<file path="src/common/aximm_settings.svh">
/*
 * AXI-MM user loop settings
 * bus widths, memory depth and CSR register offsets
 */
`ifndef AXIMM_SETTINGS_SVH
`define AXIMM_SETTINGS_SVH

`define AXIMM_ADDR_W 32
`define AXIMM_DATA_W 64
`define AXIMM_ID_W 4
`define AXIMM_LEN_W 8
`define AXIMM_MEM_AW 8
`define AXIMM_CSR_W 32

// host port register map
`define AXIMM_REG_CTRL 32'h0000_0000
`define AXIMM_REG_LEN 32'h0000_0004
`define AXIMM_REG_ADDR 32'h0000_0008
`define AXIMM_REG_STAT 32'h0000_000C

`endif

</file>
<file path="src/common/aximm_pkg.sv">
/*
 * AXI-MM user loop types
 * channel payloads, host port types and the test pattern
 */
`include "aximm_settings.svh"
`default_nettype none

package aximm_pkg;

	localparam logic [2:0] AXI_SIZE_8B = 3'd3;
	localparam logic [1:0] AXI_BURST_INCR = 2'b01;
	localparam logic [1:0] AXI_RESP_OKAY = 2'b00;

	// AW and AR request
	typedef struct packed {
		logic [`AXIMM_ID_W-1:0] id;
		logic [`AXIMM_ADDR_W-1:0] addr;
		logic [`AXIMM_LEN_W-1:0] len;
		logic [2:0] size;
		logic [1:0] burst;
	} axi_addr_t;

	typedef struct packed {
		logic [`AXIMM_DATA_W-1:0] data;
		logic [`AXIMM_DATA_W/8-1:0] strb;
		logic last;
	} axi_w_t;

	typedef struct packed {
		logic [`AXIMM_ID_W-1:0] id;
		logic [`AXIMM_DATA_W-1:0] data;
		logic [1:0] resp;
		logic last;
	} axi_r_t;

	typedef struct packed {
		logic [`AXIMM_ID_W-1:0] id;
		logic [1:0] resp;
	} axi_b_t;

	typedef logic [`AXIMM_CSR_W-1:0] csr_addr_t;
	typedef logic [`AXIMM_CSR_W-1:0] csr_data_t;

	// bit 0 pass, bit 1 fail
	typedef struct packed {
		logic fail;
		logic pass;
	} test_done_t;

	typedef struct packed {
		logic [`AXIMM_ADDR_W-1:0] addr;
		logic [`AXIMM_LEN_W-1:0] len;
	} burst_cmd_t;

	// address in the upper half, its inverse below
	function automatic logic [`AXIMM_DATA_W-1:0] aximm_pattern(
		input logic [`AXIMM_ADDR_W-1:0] addr
	);
		return {addr, ~addr};
	endfunction

endpackage

`default_nettype wire

</file>
<file path="src/verilog/aximm_patchkr.sv">
/*
 * Read pattern checker
 * compares returned beats with the address pattern, reports pass or fail
 */
`timescale 1ns/1ps
`include "aximm_settings.svh"
`default_nettype none

module aximm_patchkr (
	input wire logic i_clk,
	input wire logic i_rst,
	input wire logic i_start_rd,
	input wire aximm_pkg::burst_cmd_t i_cmd,
	input wire logic i_rbeat_valid,
	input wire aximm_pkg::axi_r_t i_rbeat,
	output aximm_pkg::test_done_t o_test_done
);

	logic [`AXIMM_ADDR_W-1:0] exp_addr;
	logic [`AXIMM_LEN_W-1:0] exp_len;
	logic [`AXIMM_LEN_W-1:0] beat_cnt;
	logic mismatch;
	logic beat_bad;

	// data, response and last position all checked
	assign beat_bad = (i_rbeat.data != aximm_pkg::aximm_pattern(exp_addr))
		|| (i_rbeat.resp != aximm_pkg::AXI_RESP_OKAY)
		|| (i_rbeat.last != (beat_cnt == exp_len));

	always_ff @(posedge i_clk) begin
		if (i_rst) begin
			beat_cnt <= '0;
			mismatch <= 1'b0;
			o_test_done <= '0;
		end else if (i_start_rd) begin
			beat_cnt <= '0;
			mismatch <= 1'b0;
			o_test_done <= '0;
		end else if (i_rbeat_valid) begin
			beat_cnt <= beat_cnt + 1'b1;
			mismatch <= mismatch || beat_bad;
			if (i_rbeat.last) begin
				o_test_done.pass <= !(mismatch || beat_bad);
				o_test_done.fail <= mismatch || beat_bad;
			end
		end
	end

	always_ff @(posedge i_clk) begin
		if (i_start_rd) begin
			exp_addr <= i_cmd.addr;
			exp_len <= i_cmd.len;
		end else if (i_rbeat_valid) begin
			exp_addr <= exp_addr + `AXIMM_ADDR_W'(8);
		end
	end

endmodule

`default_nettype wire

</file>
<file path="config.mk">
export PLATFORM = sky130hd
export DESIGN_NAME = aximm_patchkr
export DESIGN_NICKNAME = d
export VERILOG_FILES = /design/src/common/aximm_pkg.sv /design/src/verilog/aximm_patchkr.sv
export VERILOG_INCLUDE_DIRS = /design/src /design/src/common
export SDC_FILE = /design/constraint.sdc
export NUM_CORES = 1
export LEC_CHECK = 0
export BUFFER_PORTS_ARGS = -buffer_cell sky130_fd_sc_hd__buf_2
export CAP_MARGIN = 20
export CORE_MARGIN = 2
export CORE_UTILIZATION = 33
export DETAILED_ROUTE_END_ITERATION = 12
export PLACE_DENSITY = 0.56
export SLEW_MARGIN = 40
export SYNTH_ARGS = -nofsm -noshare
export SYNTH_HDL_FRONTEND = slang
export SYNTH_SLANG_ARGS = --single-unit
export TNS_END_PERCENT = 1
</file>
<file path="constraint.sdc">
create_clock -name i_clk -period 1.6 [get_ports i_clk]
set_input_delay 0.08 -clock i_clk [delete_from_list [all_inputs] [get_ports i_clk]]
set_output_delay 0.08 -clock i_clk [all_outputs]
set_load 0.05 [all_outputs]
</file>
==> results.toml <==
[yosys]
async_reset_ff_share_pct = 0
syn_nets = 488
synth_common_cells = "edfxtp_1 (40), nand2_1 (39), xnor2_1 (38), xor2_1 (36), o21ai_0 (28)"
syn-cell-area_sq_um = 3570
ys.flop_type = "edfxtp_1"
yosysWarnings = 0
synth_edf_count = 40
ys_seq_area_share_pct = 39.8
syn_area_per_cell_sq_um = 9.62
synth_top_area_share_pct = 33.6
ys_ff_latch = 51
synthCells = 371
synth_area_leader_cell = "edfxtp_1"
synth_area_leaders = "edfxtp_1 (34%), xnor2_1 (9.3%), xor2_1 (8.8%), dfxtp_1 (6.2%), nand2_1 (4.1%)"
synth.most_common_cell = "edfxtp_1"
netlist-cell-type-count = 52

[detailed_routing]
drtAntennaViolNets = 0
avgRoutedWirePerCell_um = 16.2
drt_iter0_drc = 167
dr.pass1.iters = 4
vias = 3314
drc = 0
viasPerCell = 4.91
wirelength_um = 10900

[worst_hold_path]
hold_class = "primary input to flip-flop"
hold_start = "i_cmd[23]"
min_to = "exp_addr[15]$_DFFE_PN_"
whs_path_depth = 3

[grt]
grtUsageMet3_pct = 3.56
grt_util_met1_pct = 26.1
overflow = 0
globalRouteMet2Util_pct = 31.5
grt_max_degree = 49
grtUsageTotal_pct = 19.1
grt_pass1_wl_um = 17000
grt_pass1_vias = 3387
busiest_layer = "met2"
antenna_found_initial = 0

[sta]
fin_skew_ps = 5.14
setup_slack_ps = -237
slew_headroom_pct = 47.8
tightestPinTransition_ps = 782
fmax_mhz = 544
finalMaxSlewViolations = 0
rsz0062_at_grt = "yes"
setup_violations = 19
period_minus_slack_ps = 1840
layout_worst_path_cycle_share_pct = 115
finalHoldViolations = 0

[final_layout]
drive_gt1_share_pct = 43.2
final_util_pct = 48.8
stdcell_count = 675
nets = 655
area_delta_synth_final_pct = 42.3
fillCellCount = 993
insertedDiodeCount = 0

[floorplan]
die_w_um = 108
rows = 37
ioPinCount = 117
die-area_sq_um = 11700
die_y_um = 108
start_util_pct = 34.3
design.core.area_sq_um = 10400

[worst_setup_path]
reg2regPathDepth = 8
arrival_ps = 2090
critPathMaxFanout = 3
r2r_setup_slack_ps = -240
cp-end-kind = "flip-flop"
worstPathRequired_ps = 1850
critPathLaunchType = "flip-flop"
worstSetupPathType = "flip-flop to flip-flop"
timing.rr.start = "exp_addr[22]$_DFFE_PN_"
r2r-end = "o_test_done[0]$_SDFFE_PP0P_"

[status]
violations = "negative setup slack"
status = "finished with violations"

[clock_tree]
cts_made_buffers = 5
cts.sinks = 51
htreeDepth = 2
clk_pin_slew_worst_paths_ps = 100
clk_latency_ps = 300
cts_buffer_depth = 2
cts_root_buffer = "clkbuf_8"
cts_tree = "built"

[placement]
portBuffers = 112
post-dp-hpwl_um = 8740
placed_cells = 652
routabilityCongestion = 0.872

[power]
ir_worst_vdd_v = 0.000434
p_per_area_nw_per_um2 = 724
power_leakage_nw = 2.14

[flow_run]
maxCapViolCount = 0
-- kinds of logic (layout without fill, tap and decap cells) --
group	count (synthesis)	after routing	share of synthesized area, %
muxes	4	4	1.23
adders and majority gates	2	2	0.701
DFF	51	51	39.8
xor gates and xnor gates	74	74	18.2
and+or+nand+nor	150	150	24.6
buffers and inverters	33	201	4.31
AOI/OAI and AO/OA	57	57	11.1
-- worst max-delay path: stages (launching register included) --
cell	delay [ps]
edfxtp_1	440
buf_4	150
buf_4	100
inv_1	70
a21oi_1	210
nand4_1	260
buf_4	220
nor3_2	160
a32o_1	180
-- routing by layer --
metal	vias to the layer above	routed length, um	share of wire (%)
li1	1640	-	-
met1	1548	4910	45
met2	112	5090	47
met3	14	748	6.8
met4	0	166	1.5
met5	-	0	0
-- stage by stage --
step | area, sq um | setup WS, ps | hold slack (ps) | power [mW] | TNS [ps]
4_1_cts | 4990 | -188 | 41.7 | 3.67 | -2160
5_1_grt | 5080 | -324 | 41.0 | 3.85 | -4970
6_report | 5080 | -237 | 46.4 | 3.68 | -2490
2_1_floorplan | 3570 | -38.5 | 179 | 2.16 | -168
3_3_place_gp | 4600 | -390 | 258 | 2.61 | -2900
3_5_place_dp | 4600 | -419 | 258 | 2.62 | -3800
-- flip-flops by register name, indices dropped and copies added (netlist names) --
| register | flops |
|---|---|
| mismatch | 1 |
| exp_len | 8 |
| o_test_done | 2 |
| exp_addr | 32 |
| beat_cnt | 8 |
-- layout make-up --
type	count	area, sq um	share of cell area (%)
well taps	136	170	3.35
multi-input cells	287	2200	43.4
clock buffers	7	119	2.34
clock inverters	1	7.51	0.148
repair buffers	182	1120	22.0
flip-flops and latches	51	1420	28.0
inverters	11	41.3	0.813
-- report_power, final --
group          leakage, nW  total (mW)  internal (mW)  switching, mW
logic                 1.58        1.05          0.545          0.507
registers            0.499        1.66           1.56         0.0945
clock network       0.0607       0.968          0.499          0.469
total                 2.14        3.68           2.60           1.07
-- worst max path at each step --
stage,end,start,cells past startpoint,slack [ps]
finish,o_test_done[0]$_SDFFE_PP0P_,exp_addr[22]$_DFFE_PN_,8,-240
detailed placement,o_test_done[0]$_SDFFE_PP0P_,exp_addr[3]$_DFFE_PN_,5,-420
global route,exp_addr[23]$_DFFE_PN_,exp_addr[3]$_DFFE_PN_,6,-320
CTS,o_test_done[0]$_SDFFE_PP0P_,exp_addr[17]$_DFFE_PN_,5,-190
floorplan,exp_addr[30]$_DFFE_PN_,exp_addr[9]$_DFFE_PN_,7,-40
global placement,o_test_done[0]$_SDFFE_PP0P_,exp_addr[3]$_DFFE_PN_,5,-390
-- timing repair --
action / in CTS / in global routing
buffers inserted: 4 / 3
resized for setup: 35 / 21
pin swaps: 19 / 19
hold buffers: 8 / 0
hold endpoints to repair: 8 / 0
setup endpoints to repair: 25 / 28
-- placed cells by master, fill, tap and decap left out, drive strengths merged, types with 2 or more instances in the layout --
master	n
ha	2
nand3b	3
and3	6
dfxtp	11
clkbuf	7
dlygate4sd3	8
a21oi	8
nor2	22
and2	4
nand2b	4
mux2	3
buf	174
a2111oi	7
xnor2	38
nand3	12
nand4	14
or2	3
nor4	13
nor2b	17
a221oi	2
and4	3
edfxtp	40
inv	11
o21ai	32
nor3	8
nand2	39
xor2	36
Note: power is estimated with default switching activity, not from simulation.
