===== src/common/aximm_settings.svh =====
/*
 * AXI-MM user loop settings
 * bus widths, memory depth and CSR register offsets
 */
`ifndef AXIMM_SETTINGS_SVH
`define AXIMM_SETTINGS_SVH

`define AXIMM_ADDR_W 32
`define AXIMM_DATA_W 64
`define AXIMM_ID_W 4
`define AXIMM_LEN_W 8
`define AXIMM_MEM_AW 8
`define AXIMM_CSR_W 32

// host port register map
`define AXIMM_REG_CTRL 32'h0000_0000
`define AXIMM_REG_LEN 32'h0000_0004
`define AXIMM_REG_ADDR 32'h0000_0008
`define AXIMM_REG_STAT 32'h0000_000C

`endif


===== src/common/aximm_pkg.sv =====
/*
 * AXI-MM user loop types
 * channel payloads, host port types and the test pattern
 */
`include "aximm_settings.svh"
`default_nettype none

package aximm_pkg;

	localparam logic [2:0] AXI_SIZE_8B = 3'd3;
	localparam logic [1:0] AXI_BURST_INCR = 2'b01;
	localparam logic [1:0] AXI_RESP_OKAY = 2'b00;

	// AW and AR request
	typedef struct packed {
		logic [`AXIMM_ID_W-1:0] id;
		logic [`AXIMM_ADDR_W-1:0] addr;
		logic [`AXIMM_LEN_W-1:0] len;
		logic [2:0] size;
		logic [1:0] burst;
	} axi_addr_t;

	typedef struct packed {
		logic [`AXIMM_DATA_W-1:0] data;
		logic [`AXIMM_DATA_W/8-1:0] strb;
		logic last;
	} axi_w_t;

	typedef struct packed {
		logic [`AXIMM_ID_W-1:0] id;
		logic [`AXIMM_DATA_W-1:0] data;
		logic [1:0] resp;
		logic last;
	} axi_r_t;

	typedef struct packed {
		logic [`AXIMM_ID_W-1:0] id;
		logic [1:0] resp;
	} axi_b_t;

	typedef logic [`AXIMM_CSR_W-1:0] csr_addr_t;
	typedef logic [`AXIMM_CSR_W-1:0] csr_data_t;

	// bit 0 pass, bit 1 fail
	typedef struct packed {
		logic fail;
		logic pass;
	} test_done_t;

	typedef struct packed {
		logic [`AXIMM_ADDR_W-1:0] addr;
		logic [`AXIMM_LEN_W-1:0] len;
	} burst_cmd_t;

	// address in the upper half, its inverse below
	function automatic logic [`AXIMM_DATA_W-1:0] aximm_pattern(
		input logic [`AXIMM_ADDR_W-1:0] addr
	);
		return {addr, ~addr};
	endfunction

endpackage

`default_nettype wire


===== src/verilog/aximm_csr.sv =====
/*
 * AXI-MM loop control registers
 * host register port, burst start pulses and status readback
 */
`timescale 1ns/1ps
`include "aximm_settings.svh"
`default_nettype none

module aximm_csr (
	input wire logic i_clk,
	input wire logic i_rst,
	input wire aximm_pkg::csr_addr_t i_wr_addr,
	input wire aximm_pkg::csr_data_t i_wrdata,
	input wire logic i_wren,
	input wire logic i_rden,
	output aximm_pkg::csr_data_t o_master_readdata,
	output logic o_master_readdatavalid,
	output logic o_master_waitrequest,
	input wire logic i_busy,
	input wire logic i_wr_complete,
	input wire logic i_rd_complete,
	input wire aximm_pkg::test_done_t i_test_done,
	output logic o_start_wr,
	output logic o_start_rd,
	output aximm_pkg::burst_cmd_t o_cmd
);

	logic [`AXIMM_LEN_W-1:0] len_q;
	aximm_pkg::csr_data_t addr_q;
	aximm_pkg::csr_data_t rd_mux;
	logic ctrl_sel;
	logic wr_acc;
	logic rd_acc;

	assign ctrl_sel = (i_wr_addr == `AXIMM_REG_CTRL);
	// a start already in flight counts as busy
	assign o_master_waitrequest = i_wren && ctrl_sel && (i_busy || o_start_wr || o_start_rd);
	assign wr_acc = i_wren && !o_master_waitrequest;
	assign rd_acc = i_rden && !o_master_waitrequest;
	assign o_cmd = '{addr: addr_q, len: len_q};

	always_comb begin
		case (i_wr_addr)
			`AXIMM_REG_LEN: rd_mux = aximm_pkg::csr_data_t'(len_q);
			`AXIMM_REG_ADDR: rd_mux = addr_q;
			`AXIMM_REG_STAT: rd_mux = aximm_pkg::csr_data_t'({i_busy, i_test_done,
				i_rd_complete, i_wr_complete});
			default: rd_mux = '0;
		endcase
	end

	always_ff @(posedge i_clk) begin
		if (i_rst) begin
			len_q <= '0;
			addr_q <= '0;
			o_start_wr <= 1'b0;
			o_start_rd <= 1'b0;
			o_master_readdatavalid <= 1'b0;
		end else begin
			// write wins when both bits are set
			o_start_wr <= wr_acc && ctrl_sel && i_wrdata[0];
			o_start_rd <= wr_acc && ctrl_sel && i_wrdata[1] && !i_wrdata[0];
			o_master_readdatavalid <= rd_acc;
			if (wr_acc && i_wr_addr == `AXIMM_REG_LEN)
				len_q <= i_wrdata[`AXIMM_LEN_W-1:0];
			if (wr_acc && i_wr_addr == `AXIMM_REG_ADDR)
				addr_q <= i_wrdata;
		end
	end

	always_ff @(posedge i_clk) begin
		if (rd_acc)
			o_master_readdata <= rd_mux;
	end

endmodule

`default_nettype wire


===== config.mk =====
export PLATFORM = sky130hd
export DESIGN_NAME = aximm_csr
export DESIGN_NICKNAME = d
export VERILOG_FILES = /design/src/common/aximm_pkg.sv /design/src/verilog/aximm_csr.sv
export VERILOG_INCLUDE_DIRS = /design/src /design/src/common
export SDC_FILE = /design/constraint.sdc
export NUM_CORES = 1
export LEC_CHECK = 0
export BUFFER_PORTS_ARGS = -buffer_cell sky130_fd_sc_hd__buf_2
export CAP_MARGIN = 20
export CORE_MARGIN = 4
export CORE_UTILIZATION = 42
export DETAILED_ROUTE_END_ITERATION = 6
export PLACE_DENSITY_LB_ADDON = 0.15
export SLEW_MARGIN = 25
export SYNTH_ARGS = -nofsm -noshare
export SYNTH_HDL_FRONTEND = slang
export SYNTH_SLANG_ARGS = --single-unit

===== constraint.sdc =====
create_clock -name i_clk -period 2.2 [get_ports i_clk]
set_input_delay 0.44 -clock i_clk [delete_from_list [all_inputs] [get_ports i_clk]]
set_output_delay 0.44 -clock i_clk [all_outputs]
set_load 0.005 [all_outputs]

==> flow_summary.json <==
{
  "netlist_area_um2": 3190,
  "track_usage": 0.173,
  "grt_max_degree": 75,
  "fillers": 655,
  "netlist-cell-type-count": 27,
  "grt_pass1_wl_um": 11900,
  "critPathLaunchType": "input port",
  "cp-end-kind": "output pin",
  "initialDrtViolationCount": 55,
  "finalSetupTns_ps": 0,
  "setup_violations": 0,
  "ff_latch_area_um2": 1820,
  "status": "finished, final reports clean",
  "antenna_found_initial": 0,
  "path_buf_inv": 2,
  "num_rows": 31,
  "path_clk_slew_ps": 70,
  "ys_seq_area_frac": 0.572,
  "pwr-share-clk": 0.379,
  "overflow": 0,
  "max_freq_mhz": 482,
  "layout_common_cells": "buf_2 (148), nand2_1 (73), dfxtp_1 (43), mux2i_1 (40), edfxtp_1 (32)",
  "hold_path.class": "in2reg",
  "worstPathCellList": "buf_2 > nor4_1 > nand4_1 > or2_1 > nor2_1 > buf_2",
  "syn_inst": 282,
  "p_sw_uw": 629,
  "cap_violations": 0,
  "maxSlewViolCount": 0,
  "pwr_density_cell_nw_per_um2": 640,
  "final_common_cell": "buf_2",
  "fp.dieW_um": 95.1,
  "yosys_register_bits": 75,
  "root_buffer": "clkbuf_8",
  "place_hpwl_um": 5590,
  "fin_crit_ps": 2070,
  "cts_tree": "yes",
  "seqPwrFrac": 0.544,
  "max_stage_delay_ps": 380,
  "area_growth_pct": 33.7,
  "swShare": 0.231,
  "max-slew-margin-rel": 0.748,
  "routedWlPerCell_um": 14.3,
  "r2r_setup_slack_ps": 760,
  "coreArea_um2": 7330,
  "ant_nets": 0,
  "io_pins": 149,
  "skew_ps": 7.09,
  "first_pass_iters": 4,
  "postCtsSetupBuffers": 0,
  "cts_sinks": 75,
  "worstSetupPathType": "in2out",
  "cpMaxStageDelayCell": "nor4_1",
  "avgSynthCellArea_um2": 11.3,
  "leakage_nw": 2.09,
  "clock_latency_ps": 340,
  "worst_pin_slew_ps": 375,
  "peakVddDrop_mv": 0.325,
  "synth_edf_count": 32,
  "post-route-drc-count": 0,
  "numPortBuffers": 148,
  "nets": 508,
  "timing_hold_violations_final": 0,
  "fin_crit_sh": 0.943,
  "n_antenna_cell": 0,
  "clockBufferDepth": 2,
  "syn-num-nets": 355,
  "drt-total-wl_um": 7720,
  "grt_pass1_vias": 2500,
  "combPwrFrac": 0.077,
  "cts_buffers": 9,
  "routabilityCongestion": 0.796,
  "critPathArrivalTime_ps": 1630,
  "viasPerCell": 4.70,
  "dieArea_um2": 9040,
  "critPathMaxFanout": 3,
  "cts_hold_buf": 0,
  "critical-path-top-delay-family": "simple AND/OR/NAND/NOR gates",
  "worstPathRequired_ps": 1760,
  "ctsResizeCount": 0,
  "p_int_mw": 2.10,
  "finalHoldWorstSlack_ps": 302,
  "multi_input_area_um2": 1220,
  "start_util": 0.435,
  "worst_path_most_repeated_cell": "buf_2",
  "rsz0062_at_grt": "no",
  "die_h_um": 95.1,
  "cts_max_level": 3,
  "ys_async_sr_fraction": 0,
  "via_count": 2532,
  "synthFlopType": "dfxtp_1",
  "layout-drive-gt1-share": 0.432,
  "ys_warn_count": 0
}
-- power by group through the flow --
| stage | Clock, mW | Combinational, mW | Sequential [mW] |
|---|---|---|---|
| 2_1_floorplan | 0 | 0.0697 | 1.52 |
| 3_3_place_gp | 0 | 0.212 | 1.52 |
| 3_5_place_dp | 0 | 0.213 | 1.52 |
| 4_1_cts | 1.06 | 0.214 | 1.48 |
| 5_1_grt | 1.12 | 0.234 | 1.49 |
| 6_report | 1.03 | 0.211 | 1.48 |
-- cell type report --
cell class | instances | area share
multi-input combinational | 185 | 0.288
clock buffer | 9 | 0.0291
timing repair buffer | 160 | 0.207
tap | 99 | 0.0291
inverter | 4 | 0.00353
clock inverter | 7 | 0.0162
sequential | 75 | 0.428
-- metrics by stage --
step / utilization / power, mW / instances / area (um^2) / setup WS, ps
after detailed placement: 0.555 / 1.73 / 523 / 4070 / 97.1
after global placement: 0.555 / 1.73 / 523 / 4070 / 128
after CTS: 0.581 / 2.76 / 539 / 4260 / 147
final: 0.581 / 2.73 / 539 / 4260 / 126
after global routing: 0.581 / 2.84 / 539 / 4260 / 32.2
after floorplan: - / 1.59 / 282 / 3190 / 167
-- path summary, 6_finish.rpt --
check / start / to / depth (start not counted)
min reg2reg: addr_q[22] / addr_q[22] / 2
max reg2reg: o_start_wr / o_master_readdata[30] / 4
min: i_wrdata[0] / o_start_rd / 2
max: i_wr_addr[10] / o_master_waitrequest / 6
-- routing by layer --
metal / vias to the layer above / track usage / part of all wire
li1: 1269 / - / -
met1: 1149 / 0.207 / 0.41
met2: 101 / 0.290 / 0.47
met3: 13 / 0.0537 / 0.095
met4: 0 / 0.0661 / 0.017
met5: - / 0 / 0
-- synth_stat cells, types with 3 or more instances --
cell type / instances / area share
dfxtp_1: 43 / 0.27
buf_12: 3 / 0.019
nor2_1: 12 / 0.014
inv_1: 4 / 0.0047
and2_1: 24 / 0.047
nand4_1: 3 / 0.0059
mux2_2: 5 / 0.018
nand2_1: 73 / 0.086
nor4_1: 4 / 0.0079
mux2i_1: 40 / 0.13
edfxtp_1: 32 / 0.30
a22oi_1: 8 / 0.019
nor4_4: 4 / 0.027
clkbuf_1: 12 / 0.014
-- cells by family (layout without fill, tap and decap cells) --
family,after synthesis,in the layout,synth area share
AND/OR/NAND/NOR,129,129,0.214
flip-flops,75,75,0.572
multiplexers,45,45,0.143
buffers and inverters,22,180,0.0444
AO/OA/AOI/OAI,11,11,0.0267
-- registers in the layout, summed over array words and instances, names as in the netlist --
register	cells
len_q	8
o_start_wr	1
o_start_rd	1
o_master_readdatavalid	1
o_master_readdata	32
addr_q	32
No activity file was read; power rests on OpenSTA's default activity.
