$ cat src/common/aximm_settings.svh
/*
 * AXI-MM user loop settings
 * bus widths, memory depth and CSR register offsets
 */
`ifndef AXIMM_SETTINGS_SVH
`define AXIMM_SETTINGS_SVH

`define AXIMM_ADDR_W 32
`define AXIMM_DATA_W 64
`define AXIMM_ID_W 4
`define AXIMM_LEN_W 8
`define AXIMM_MEM_AW 8
`define AXIMM_CSR_W 32

// host port register map
`define AXIMM_REG_CTRL 32'h0000_0000
`define AXIMM_REG_LEN 32'h0000_0004
`define AXIMM_REG_ADDR 32'h0000_0008
`define AXIMM_REG_STAT 32'h0000_000C

`endif

$ cat src/common/aximm_pkg.sv
/*
 * AXI-MM user loop types
 * channel payloads, host port types and the test pattern
 */
`include "aximm_settings.svh"
`default_nettype none

package aximm_pkg;

	localparam logic [2:0] AXI_SIZE_8B = 3'd3;
	localparam logic [1:0] AXI_BURST_INCR = 2'b01;
	localparam logic [1:0] AXI_RESP_OKAY = 2'b00;

	// AW and AR request
	typedef struct packed {
		logic [`AXIMM_ID_W-1:0] id;
		logic [`AXIMM_ADDR_W-1:0] addr;
		logic [`AXIMM_LEN_W-1:0] len;
		logic [2:0] size;
		logic [1:0] burst;
	} axi_addr_t;

	typedef struct packed {
		logic [`AXIMM_DATA_W-1:0] data;
		logic [`AXIMM_DATA_W/8-1:0] strb;
		logic last;
	} axi_w_t;

	typedef struct packed {
		logic [`AXIMM_ID_W-1:0] id;
		logic [`AXIMM_DATA_W-1:0] data;
		logic [1:0] resp;
		logic last;
	} axi_r_t;

	typedef struct packed {
		logic [`AXIMM_ID_W-1:0] id;
		logic [1:0] resp;
	} axi_b_t;

	typedef logic [`AXIMM_CSR_W-1:0] csr_addr_t;
	typedef logic [`AXIMM_CSR_W-1:0] csr_data_t;

	// bit 0 pass, bit 1 fail
	typedef struct packed {
		logic fail;
		logic pass;
	} test_done_t;

	typedef struct packed {
		logic [`AXIMM_ADDR_W-1:0] addr;
		logic [`AXIMM_LEN_W-1:0] len;
	} burst_cmd_t;

	// address in the upper half, its inverse below
	function automatic logic [`AXIMM_DATA_W-1:0] aximm_pattern(
		input logic [`AXIMM_ADDR_W-1:0] addr
	);
		return {addr, ~addr};
	endfunction

endpackage

`default_nettype wire

$ cat src/verilog/aximm_chan_slice.sv
/*
 * Channel register slice
 * one-entry valid/ready stage for any payload type
 */
`timescale 1ns/1ps
`default_nettype none

module aximm_chan_slice #(
	parameter type T_PAYLOAD = logic
) (
	input wire logic i_clk,
	input wire logic i_rst,
	input wire logic i_valid,
	input wire T_PAYLOAD i_data,
	output logic o_ready,
	output logic o_valid,
	output T_PAYLOAD o_data,
	input wire logic i_ready
);

	logic full;
	T_PAYLOAD data_q;

	// take a new item when empty or draining this cycle
	assign o_ready = !full || i_ready;
	assign o_valid = full;
	assign o_data = data_q;

	always_ff @(posedge i_clk) begin
		if (i_rst)
			full <= 1'b0;
		else if (o_ready)
			full <= i_valid;
	end

	always_ff @(posedge i_clk) begin
		if (i_valid && o_ready)
			data_q <= i_data;
	end

endmodule

`default_nettype wire

$ cat src/verilog/aximm_link.sv
/*
 * AXI-MM channel link
 * one register slice per channel between leader and follower
 */
`timescale 1ns/1ps
`default_nettype none

module aximm_link (
	input wire logic i_clk,
	input wire logic i_rst,
	input wire logic i_l_aw_valid,
	input wire aximm_pkg::axi_addr_t i_l_aw,
	output logic o_l_aw_ready,
	input wire logic i_l_w_valid,
	input wire aximm_pkg::axi_w_t i_l_w,
	output logic o_l_w_ready,
	input wire logic i_l_ar_valid,
	input wire aximm_pkg::axi_addr_t i_l_ar,
	output logic o_l_ar_ready,
	output logic o_l_r_valid,
	output aximm_pkg::axi_r_t o_l_r,
	input wire logic i_l_r_ready,
	output logic o_l_b_valid,
	output aximm_pkg::axi_b_t o_l_b,
	input wire logic i_l_b_ready,
	output logic o_f_aw_valid,
	output aximm_pkg::axi_addr_t o_f_aw,
	input wire logic i_f_aw_ready,
	output logic o_f_w_valid,
	output aximm_pkg::axi_w_t o_f_w,
	input wire logic i_f_w_ready,
	output logic o_f_ar_valid,
	output aximm_pkg::axi_addr_t o_f_ar,
	input wire logic i_f_ar_ready,
	input wire logic i_f_r_valid,
	input wire aximm_pkg::axi_r_t i_f_r,
	output logic o_f_r_ready,
	input wire logic i_f_b_valid,
	input wire aximm_pkg::axi_b_t i_f_b,
	output logic o_f_b_ready
);

	// leader to follower
	aximm_chan_slice #(.T_PAYLOAD(aximm_pkg::axi_addr_t)) u_aw (
		.i_clk(i_clk), .i_rst(i_rst),
		.i_valid(i_l_aw_valid), .i_data(i_l_aw), .o_ready(o_l_aw_ready),
		.o_valid(o_f_aw_valid), .o_data(o_f_aw), .i_ready(i_f_aw_ready)
	);
	aximm_chan_slice #(.T_PAYLOAD(aximm_pkg::axi_w_t)) u_w (
		.i_clk(i_clk), .i_rst(i_rst),
		.i_valid(i_l_w_valid), .i_data(i_l_w), .o_ready(o_l_w_ready),
		.o_valid(o_f_w_valid), .o_data(o_f_w), .i_ready(i_f_w_ready)
	);
	aximm_chan_slice #(.T_PAYLOAD(aximm_pkg::axi_addr_t)) u_ar (
		.i_clk(i_clk), .i_rst(i_rst),
		.i_valid(i_l_ar_valid), .i_data(i_l_ar), .o_ready(o_l_ar_ready),
		.o_valid(o_f_ar_valid), .o_data(o_f_ar), .i_ready(i_f_ar_ready)
	);

	// follower to leader
	aximm_chan_slice #(.T_PAYLOAD(aximm_pkg::axi_r_t)) u_r (
		.i_clk(i_clk), .i_rst(i_rst),
		.i_valid(i_f_r_valid), .i_data(i_f_r), .o_ready(o_f_r_ready),
		.o_valid(o_l_r_valid), .o_data(o_l_r), .i_ready(i_l_r_ready)
	);
	aximm_chan_slice #(.T_PAYLOAD(aximm_pkg::axi_b_t)) u_b (
		.i_clk(i_clk), .i_rst(i_rst),
		.i_valid(i_f_b_valid), .i_data(i_f_b), .o_ready(o_f_b_ready),
		.o_valid(o_l_b_valid), .o_data(o_l_b), .i_ready(i_l_b_ready)
	);

endmodule

`default_nettype wire

$ cat config.mk
export PLATFORM = sky130hd
export DESIGN_NAME = aximm_link
export DESIGN_NICKNAME = d
export VERILOG_FILES = /design/src/common/aximm_pkg.sv /design/src/verilog/aximm_chan_slice.sv /design/src/verilog/aximm_link.sv
export VERILOG_INCLUDE_DIRS = /design/src /design/src/common
export SDC_FILE = /design/constraint.sdc
export NUM_CORES = 1
export LEC_CHECK = 0
export ABC_AREA = 1
export BUFFER_PORTS_ARGS = -buffer_cell sky130_fd_sc_hd__buf_2
export CORE_AREA = 4 4 202 204
export DETAILED_ROUTE_END_ITERATION = 10
export DIE_AREA = 0 0 206 208
export GPL_ROUTABILITY_DRIVEN = 1
export GPL_TIMING_DRIVEN = 0
export MAX_ROUTING_LAYER = met4
export SLEW_MARGIN = 0
export SYNTH_ARGS = -nofsm -noshare
export SYNTH_HDL_FRONTEND = slang
export SYNTH_SLANG_ARGS = --single-unit
$ cat constraint.sdc
create_clock -name i_clk -period 5.26 [get_ports i_clk]
set_input_delay 0.263 -clock i_clk [delete_from_list [all_inputs] [get_ports i_clk]]
set_output_delay 0.263 -clock i_clk [all_outputs]
set_load 0.02 [all_outputs]
==> flow_summary.json <==
{
  "clock_latency_ps": 550,
  "clk_pin_slew_ps": 60,
  "post_cts_resized": 0,
  "cp-start-kind": "flip-flop",
  "synthFlopType": "edfxtp_1",
  "worstPathMaxFanout": 30,
  "area_growth_syn_to_layout_pct": 90.0,
  "rsz0062_at_grt": "no",
  "ioPinCount": 518,
  "avgSynthCellArea_um2": 27.6,
  "grt_max_degree": 33,
  "ys_types": 7,
  "ys_seq_elements": 253,
  "r2r_setup_slack_ps": 3620,
  "power_density_mw_per_mm2": 341,
  "grt_pass1_vias": 6700,
  "fp.dieW_um": 206,
  "critical_path_required_ps": 5490,
  "status": "finished, final reports clean",
  "fin_crit_ps": 1640,
  "syn_area_mm2": 0.00767,
  "netlist.area_leader.share": 0.971,
  "clockBufferDepth": 3,
  "synthesis.nets": 538,
  "crit_type": "reg2reg",
  "dieHeight_um": 208,
  "dieArea_mm2": 0.0428,
  "wl_um": 28300,
  "synth_common_cells": "edfxtp_1, a21oi_1, inv_1",
  "via_count": 5951,
  "fmax_ghz": 0.611,
  "synth-edff-count": 248,
  "cts_root_buf": "clkbuf_16",
  "post-route-period-util": 0.311,
  "cts.sinks": 253,
  "worst_pin_slew_ps": 997,
  "dp_hpwl_um": 19500,
  "crit_path_end_kind": "flip-flop",
  "num_rows": 73,
  "grt_first_pass_wirelength_um": 40200,
  "drt-wirelength-per-cell_um": 17.3,
  "max_slew_margin": 0.335,
  "yosys.area.top_type": "edfxtp_1",
  "grt_overflow": 0,
  "finalSetupTns_ps": 0,
  "gp_congestion": 0.781,
  "slew_violations": 0,
  "setup_viol_count_final": 0,
  "core_mm2": 0.0393,
  "yosysWarnings": 0,
  "arrival_ps": 1870,
  "start_util": 0.195,
  "port-buffer-count": 517,
  "synth_cells": 278,
  "cts_made_buffers": 27,
  "htreeDepth": 1,
  "hold_class": "in2reg",
  "cts_tree": "built",
  "synth.area.top_cells": "edfxtp_1, dfxtp_1, a21oi_1",
  "vias_per_cell": 3.65,
  "vdd_ir_drop_max_mv": 0.290,
  "nets": 1345,
  "initialDrtViolationCount": 323,
  "drive_above_1_share": 0.522,
  "grt_usage": 0.128,
  "drc": 0,
  "drt_first_pass_iters": 4,
  "yosysMostFrequentCell": "edfxtp_1",
  "hold_viol": 0,
  "antenna_left": 0,
  "fin_cells": 1632,
  "antenna_found_initial": 1,
  "leakagePower_nw": 6.12,
  "seq_area_frac_synth": 0.984,
  "finalClockSkew_ps": 12.5,
  "cap_violations": 0,
  "async_reset_ff_frac": 0,
  "dp.cells": 1326
}
[logic make-up (layout without fill, tap and decap cells)]
| family | after synthesis | after routing | synth area share |
|---|---|---|---|
| AOI/OAI and AO/OA | 10 | 10 | 0.00701 |
| buffers and inverters | 10 | 838 | 0.00489 |
| DFF | 253 | 253 | 0.984 |
| other | 0 | 1 | 0 |
| and+or+nand+nor | 5 | 5 | 0.00408 |
[report_power, final]
part	internal, mW	switching [mW]
combinational	0.282	0.328
clock	1.18	0.785
sequential	2.36	0.0353
[sequential cells by signal, indices dropped and copies added (netlist names), 6 cells and up]
register     flops
u_ar.o_data     49
u_aw.o_data     49
u_b.o_data       6
u_w.o_data      73
u_r.o_data      71
[area by class of cell]
class	count	area, um2
clock inverters	21	239
diodes	1	2.50
inverters	10	37.5
well taps	525	657
clock buffers	29	683
fillers	3638	24700
multi-input cells	15	130
repair buffers	778	5280
flip-flops and latches	253	7550
[worst paths after layout]
kind                from              to  depth (start not counted)
max          u_r.o_valid  u_r.o_data[28]                          2
min          i_f_w_ready     u_w.o_valid                          4
max reg2reg  u_r.o_valid  u_r.o_data[28]                          2
min reg2reg  u_r.o_valid     u_r.o_valid                          2
[per-stage QoR]
stage / util / hold slack, ps / total power [mW] / cell area (um2) / worst slack (ps)
finish: 0.371 / 28.2 / 4.97 / 14600 / 3620
global route: 0.371 / 41.9 / 5.17 / 14600 / 3510
CTS: 0.371 / 6.14 / 5.04 / 14600 / 3610
detailed placement: 0.282 / 441 / 2.89 / 11100 / 3490
global placement: 0.278 / 439 / 2.88 / 10900 / -657
floorplan: - / 325 / 2.63 / 7670 / 754
[layout by cell type (no fill, tap or decap), types with 5 or more instances in the layout]
cell	count
nand2_2	5
dlygate4sd3_1	255
bufinv_16	5
buf_2	517
a21oi_1	5
clkinv_1	8
inv_1	6
edfxtp_1	248
clkbuf_16	27
dfxtp_1	5
[layer usage]
layer | routed length, um | track usage
met1 | 10400 | 0.138
met2 | 13700 | 0.217
met3 | 2850 | 0.0407
met4 | 1340 | 0.0532
met5 | 0 | -
[worst max-delay path: stages, from the launching register on]
cell     delay (ps)
dfxtp_1         350
a21oi_4         680
buf_12          290
[what timing repair did]
item                                   in CTS  in global routing
hold buffers                              255                  0
setup buffers                               0                  0
endpoints found under the hold margin     252                  0
(Power assumes the default switching activity.)
