## src/common/aximm_settings.svh

```systemverilog
/*
 * AXI-MM user loop settings
 * bus widths, memory depth and CSR register offsets
 */
`ifndef AXIMM_SETTINGS_SVH
`define AXIMM_SETTINGS_SVH

`define AXIMM_ADDR_W 32
`define AXIMM_DATA_W 64
`define AXIMM_ID_W 4
`define AXIMM_LEN_W 8
`define AXIMM_MEM_AW 8
`define AXIMM_CSR_W 32

// host port register map
`define AXIMM_REG_CTRL 32'h0000_0000
`define AXIMM_REG_LEN 32'h0000_0004
`define AXIMM_REG_ADDR 32'h0000_0008
`define AXIMM_REG_STAT 32'h0000_000C

`endif

```

## src/common/aximm_pkg.sv

```systemverilog
/*
 * AXI-MM user loop types
 * channel payloads, host port types and the test pattern
 */
`include "aximm_settings.svh"
`default_nettype none

package aximm_pkg;

	localparam logic [2:0] AXI_SIZE_8B = 3'd3;
	localparam logic [1:0] AXI_BURST_INCR = 2'b01;
	localparam logic [1:0] AXI_RESP_OKAY = 2'b00;

	// AW and AR request
	typedef struct packed {
		logic [`AXIMM_ID_W-1:0] id;
		logic [`AXIMM_ADDR_W-1:0] addr;
		logic [`AXIMM_LEN_W-1:0] len;
		logic [2:0] size;
		logic [1:0] burst;
	} axi_addr_t;

	typedef struct packed {
		logic [`AXIMM_DATA_W-1:0] data;
		logic [`AXIMM_DATA_W/8-1:0] strb;
		logic last;
	} axi_w_t;

	typedef struct packed {
		logic [`AXIMM_ID_W-1:0] id;
		logic [`AXIMM_DATA_W-1:0] data;
		logic [1:0] resp;
		logic last;
	} axi_r_t;

	typedef struct packed {
		logic [`AXIMM_ID_W-1:0] id;
		logic [1:0] resp;
	} axi_b_t;

	typedef logic [`AXIMM_CSR_W-1:0] csr_addr_t;
	typedef logic [`AXIMM_CSR_W-1:0] csr_data_t;

	// bit 0 pass, bit 1 fail
	typedef struct packed {
		logic fail;
		logic pass;
	} test_done_t;

	typedef struct packed {
		logic [`AXIMM_ADDR_W-1:0] addr;
		logic [`AXIMM_LEN_W-1:0] len;
	} burst_cmd_t;

	// address in the upper half, its inverse below
	function automatic logic [`AXIMM_DATA_W-1:0] aximm_pattern(
		input logic [`AXIMM_ADDR_W-1:0] addr
	);
		return {addr, ~addr};
	endfunction

endpackage

`default_nettype wire

```

## src/leader/aximm_leader_app.sv

```systemverilog
/*
 * AXI-MM leader application
 * issues one write burst of pattern data or one read burst
 */
`timescale 1ns/1ps
`include "aximm_settings.svh"
`default_nettype none

module aximm_leader_app (
	input wire logic i_clk,
	input wire logic i_rst,
	input wire logic i_start_wr,
	input wire logic i_start_rd,
	input wire aximm_pkg::burst_cmd_t i_cmd,
	output logic o_busy,
	output logic o_wr_complete,
	output logic o_rd_complete,
	output logic o_rbeat_valid,
	output aximm_pkg::axi_r_t o_rbeat,
	output logic o_aw_valid,
	output aximm_pkg::axi_addr_t o_aw,
	input wire logic i_aw_ready,
	output logic o_w_valid,
	output aximm_pkg::axi_w_t o_w,
	input wire logic i_w_ready,
	output logic o_ar_valid,
	output aximm_pkg::axi_addr_t o_ar,
	input wire logic i_ar_ready,
	input wire logic i_r_valid,
	input wire aximm_pkg::axi_r_t i_r,
	output logic o_r_ready,
	input wire logic i_b_valid,
	input wire aximm_pkg::axi_b_t i_b,
	output logic o_b_ready
);

	typedef enum logic [2:0] {
		S_IDLE,
		S_WR_ADDR,
		S_WR_DATA,
		S_WR_RESP,
		S_RD_ADDR,
		S_RD_DATA
	} state_t;

	state_t state;
	aximm_pkg::burst_cmd_t cmd_q;
	aximm_pkg::axi_addr_t req;
	logic [`AXIMM_LEN_W-1:0] beat_cnt;
	logic [`AXIMM_ADDR_W-1:0] beat_addr;
	logic w_last;

	assign o_busy = (state != S_IDLE);
	assign o_r_ready = o_busy;
	assign o_b_ready = o_busy;
	assign o_rbeat_valid = i_r_valid && o_r_ready;
	assign o_rbeat = i_r;

	////////////////////////////////////////
	// request and write data
	assign req = '{id: '0, addr: cmd_q.addr, len: cmd_q.len,
		size: aximm_pkg::AXI_SIZE_8B, burst: aximm_pkg::AXI_BURST_INCR};
	assign o_aw = req;
	assign o_ar = req;
	assign o_aw_valid = (state == S_WR_ADDR);
	assign o_ar_valid = (state == S_RD_ADDR);

	assign w_last = (beat_cnt == cmd_q.len);
	assign o_w_valid = (state == S_WR_DATA);
	assign o_w = '{data: aximm_pkg::aximm_pattern(beat_addr), strb: '1, last: w_last};

	////////////////////////////////////////
	// burst FSM
	always_ff @(posedge i_clk) begin
		if (i_rst) begin
			state <= S_IDLE;
			beat_cnt <= '0;
			o_wr_complete <= 1'b0;
			o_rd_complete <= 1'b0;
		end else begin
			case (state)
				S_IDLE: begin
					if (i_start_wr || i_start_rd) begin
						o_wr_complete <= 1'b0;
						o_rd_complete <= 1'b0;
					end
					if (i_start_wr)
						state <= S_WR_ADDR;
					else if (i_start_rd)
						state <= S_RD_ADDR;
				end
				S_WR_ADDR: begin
					if (i_aw_ready) begin
						state <= S_WR_DATA;
						beat_cnt <= '0;
					end
				end
				S_WR_DATA: begin
					if (i_w_ready) begin
						beat_cnt <= beat_cnt + 1'b1;
						if (w_last)
							state <= S_WR_RESP;
					end
				end
				S_WR_RESP: begin
					if (i_b_valid) begin
						state <= S_IDLE;
						o_wr_complete <= (i_b.resp == aximm_pkg::AXI_RESP_OKAY);
					end
				end
				S_RD_ADDR: begin
					if (i_ar_ready)
						state <= S_RD_DATA;
				end
				S_RD_DATA: begin
					if (i_r_valid && i_r.last) begin
						state <= S_IDLE;
						o_rd_complete <= 1'b1;
					end
				end
				default: state <= S_IDLE;
			endcase
		end
	end

	// command follows the CSR block while idle
	always_ff @(posedge i_clk) begin
		if (state == S_IDLE) begin
			cmd_q <= i_cmd;
			beat_addr <= i_cmd.addr;
		end else if (o_w_valid && i_w_ready) begin
			beat_addr <= beat_addr + `AXIMM_ADDR_W'(8);
		end
	end

endmodule

`default_nettype wire

```

## config.mk

```make
export PLATFORM = sky130hd
export DESIGN_NAME = aximm_leader_app
export DESIGN_NICKNAME = d
export VERILOG_FILES = /design/src/common/aximm_pkg.sv /design/src/leader/aximm_leader_app.sv
export VERILOG_INCLUDE_DIRS = /design/src /design/src/common
export SDC_FILE = /design/constraint.sdc
export NUM_CORES = 1
export LEC_CHECK = 0
export ABC_AREA = 1
export BUFFER_PORTS_ARGS = -buffer_cell sky130_fd_sc_hd__buf_2
export CAP_MARGIN = 15
export CORE_ASPECT_RATIO = 0.9
export CORE_MARGIN = 5
export CORE_UTILIZATION = 25
export DETAILED_ROUTE_END_ITERATION = 12
export PLACE_DENSITY = 0.51
export SLEW_MARGIN = 20
export SYNTH_ARGS = -nofsm -noshare
export SYNTH_HDL_FRONTEND = slang
export SYNTH_SLANG_ARGS = --single-unit
export TNS_END_PERCENT = 1
```

## constraint.sdc

```tcl
create_clock -name i_clk -period 2.7 [get_ports i_clk]
set_clock_uncertainty 0.1 [all_clocks]
set_input_delay 0.135 -clock i_clk [delete_from_list [all_inputs] [get_ports i_clk]]
set_output_delay 0.135 -clock i_clk [all_outputs]
set_load 0.005 [all_outputs]
```

==> results.toml <==
[synthesis]
synth.largest_area_cell = "sky130_fd_sc_hd__edfxtp_1"
post-synth-top-count-cell = "sky130_fd_sc_hd__buf_4"
yosysWarningCount = 0
synthTopCellsByArea = "sky130_fd_sc_hd__edfxtp_1, sky130_fd_sc_hd__buf_4, sky130_fd_sc_hd__nand2_1"
synth.cell_area_um2 = 5250
syn-mean-instance-area_um2 = 8.59
synth_top_area_share_pct = 41.2
postSynth.asyncResetShare_pct = 0
netlist_top_cells_count = "sky130_fd_sc_hd__buf_4, sky130_fd_sc_hd__nand2_1, sky130_fd_sc_hd__edfxtp_1, sky130_fd_sc_hd__inv_1, sky130_fd_sc_hd__nor2_1"
synth_seq_cells = 85
synth_enable_flop_cells = 72
yosysUniqueCellTypes = 35
yosysSeqAreaShare_pct = 46.2
synth_flop_cell = "sky130_fd_sc_hd__edfxtp_1"
synthCells = 611

[setup_path]
setup.worst_path.end_class = "flip-flop"
cells_along_the_critical_path = "nor2_1 -> inv_1 -> nor2_4 -> buf_4 -> o21ai_0 -> nand2_1 -> a21oi_1 -> dlygate4sd3_1"
worst_ep_required_time_ns = 2.84
critical_path.max_stage_delay_ns = 0.55
crit_path_top_delay_cell = "sky130_fd_sc_hd__dlygate4sd3_1"
worstPathMaxFanout = 22
arrival_ns = 2.30
critical_path_class = "reg -> reg"
cp_launch_type = "flip-flop"

[sta]
post-route-period-util_pct = 79.9
setup_viol_count_final = 0
layout_setup_ws_ns = 0.543
rsz0062_at_grt = "false"
timing.final.max_slew_violations = 0
max_slew.worst_pin.slew_ns = 0.516
finalCriticalPeriod_ns = 2.16
max_clock_freq_mhz = 464
timing.max_slew.rel_slack_pct = 65.4
setup_tns_ns = 0
hold_violations = 0

[power_and_ir_drop]
internal_power_w = 0.00419
portion_of_total_power_attributed_to_combinational_logic_pct = 46.2
power.leakage_nw = 2.98
p_seq_share_pct = 37.8
irDropWorstVdd_mv = 0.439
power.density_nw_per_um2 = 1150
p_sw_share_pct = 43.1
power_switching_w = 0.00318
power_frac_clock_pct = 16.0
total_power_w = 0.00737

[drt]
drt_pre_antenna_iters = 4
num_vias = 4269
vias_per_cell = 4.08
route.antenna.remaining_nets = 0
wire_per_inst_um = 15.2
drt_wl_total_mm = 15.9
route.detailed.drc = 0
drt_iter0_markers = 232

[global_route]
global_route.usage.total_pct = 12.9
number_of_global_route_vias_before_repair = 4250
global_route.overflow_total = 0
maximum_number_of_pins_on_one_net_before_global_route_repair = 30
antenna_violations_before_repair = 0
grt_pass1_wl_mm = 24.0

[placed_design]
finalWeightedCongestion = 0.789
placed_area_um2 = 5710
placement.setup.worst_slack_ns = 0.415
dp.cells = 987
port_buffers = 206
post-dp-hpwl_mm = 12.2

[layout]
area_growth_pct = 22.5
nNetsFinal = 884
post_layout_nonfiller_instances = 1047
regArea_um2 = 2420
area_of_the_multi_input_gates_um2 = 1580
post-route-cell-area_um2 = 6430
antenna_diode_count = 0
total_of_fill_cells_in_the_finished_design = 2232
post_route_cells_drive_above_1_share_pct = 31.9

[clocking]
clock-root-buffer = "sky130_fd_sc_hd__clkbuf_16"
post_cts_buffers = 0
cts_made_buffers = 9
clk_latency_ns = 0.35
path_clk_slew_ns = 0.07
tritoncts_clock_tree = "built"
cts_buffer_depth = 2
clkSinkCount = 85
cts_htree_levels = 3

[floorplanning]
initial_core_util_pct = 25.3
die_area_um2 = 24000
core_um2 = 20700
dieWidth_um = 163
rows = 50
die_height_um = 147
ioPinCount = 377

[flow_run]
maximum_capacitance_violations = 0

[run_status]
run_status = "completed"

[min_path]
min_path_type = "in -> reg"
-- critical path, delay by kind of cell, from the launching register on --
family | cells | cell delay [ns]
AND/OR/NAND/NOR | 3 | 0.34
AO/OA/AOI/OAI | 2 | 0.25
flip-flops | 1 | 0.40
buffers and inverters | 3 | 0.95
-- cells in the final DEF (no fill, tap or decap), drive strengths merged, types with 10 or more instances in the layout --
cell / count
nand3: 30
nor2: 60
inv: 70
o21ai: 26
a21oi: 10
edfxtp: 72
nand2: 131
xor2: 12
nor3: 11
buf: 212
dfxtp: 13
conb: 26
dlygate4sd3: 44
-- logic make-up (layout without fill, tap and decap cells) --
logic type / after synthesis / in the layout / share of synthesized area (%)
flops: 85 / 85 / 46.2
other cells: 2 / 26 / 0.143
xor+xnor: 16 / 16 / 2.67
compound gates: 45 / 45 / 4.75
fa+ha+maj: 2 / 2 / 0.477
simple gates: 245 / 245 / 20.2
buf+inv: 216 / 342 / 25.6
-- flip-flops by register name, summed over array words and instances (netlist names) --
signal and flops:
state 3, o_ar 40, beat_cnt 8, o_wr_complete 1, beat_addr 32, o_rd_complete 1
-- power groups by stage --
stage	combinational, W	clock (W)	sequential (W)
after floorplan	0.00204	0	0.00277
after global placement	0.00345	0	0.00280
after detailed placement	0.00347	0	0.00281
after CTS	0.00352	0.00124	0.00280
after global routing	0.00386	0.00128	0.00289
final	0.00341	0.00118	0.00278
-- final timing paths --
path | start | end | slack [ns] | cells past startpoint
worst max register to register | state[0] | o_rd_complete | 0.54 | 8
worst min-delay path | i_start_rd | o_wr_complete | 0.07 | 4
worst min register to register | o_wr_complete | o_wr_complete | 0.38 | 2
worst max-delay path | state[0] | o_rd_complete | 0.54 | 8
-- per-stage QoR --
step | hold WS (ns) | utilization [%]
finish | 0.0718 | 31.0
global route | 0.116 | 31.0
CTS | 0.0592 | 31.0
detailed placement | 0.170 | 27.6
global placement | 0.170 | 27.6
floorplan | 0.104 | -
-- area by class of cell --
| type | count | area share (%) |
|---|---|---|
| Inverter | 70 | 4.11 |
| Multi-Input combinational cell | 334 | 24.5 |
| Timing Repair Buffer | 256 | 23.8 |
| Clock buffer | 9 | 3.50 |
| Clock inverter | 7 | 0.798 |
| Tap cell | 286 | 5.57 |
| Sequential cell | 85 | 37.7 |
-- per-layer routing --
metal | global-route usage, % | vias up | share of wire [%]
met4 | 2.89 | 0 | 0.92
met5 | 0 | - | 0
met2 | 20.5 | 197 | 45
li1 | - | 2087 | -
met1 | 16.6 | 1972 | 45
met3 | 5.16 | 13 | 9.3
-- repair_timing --
action	4_1_cts	5_1_grt
endpoints found under the hold margin	57	0
hold buffers	44	0
resized for setup	0	0
(Power assumes the default switching activity.)
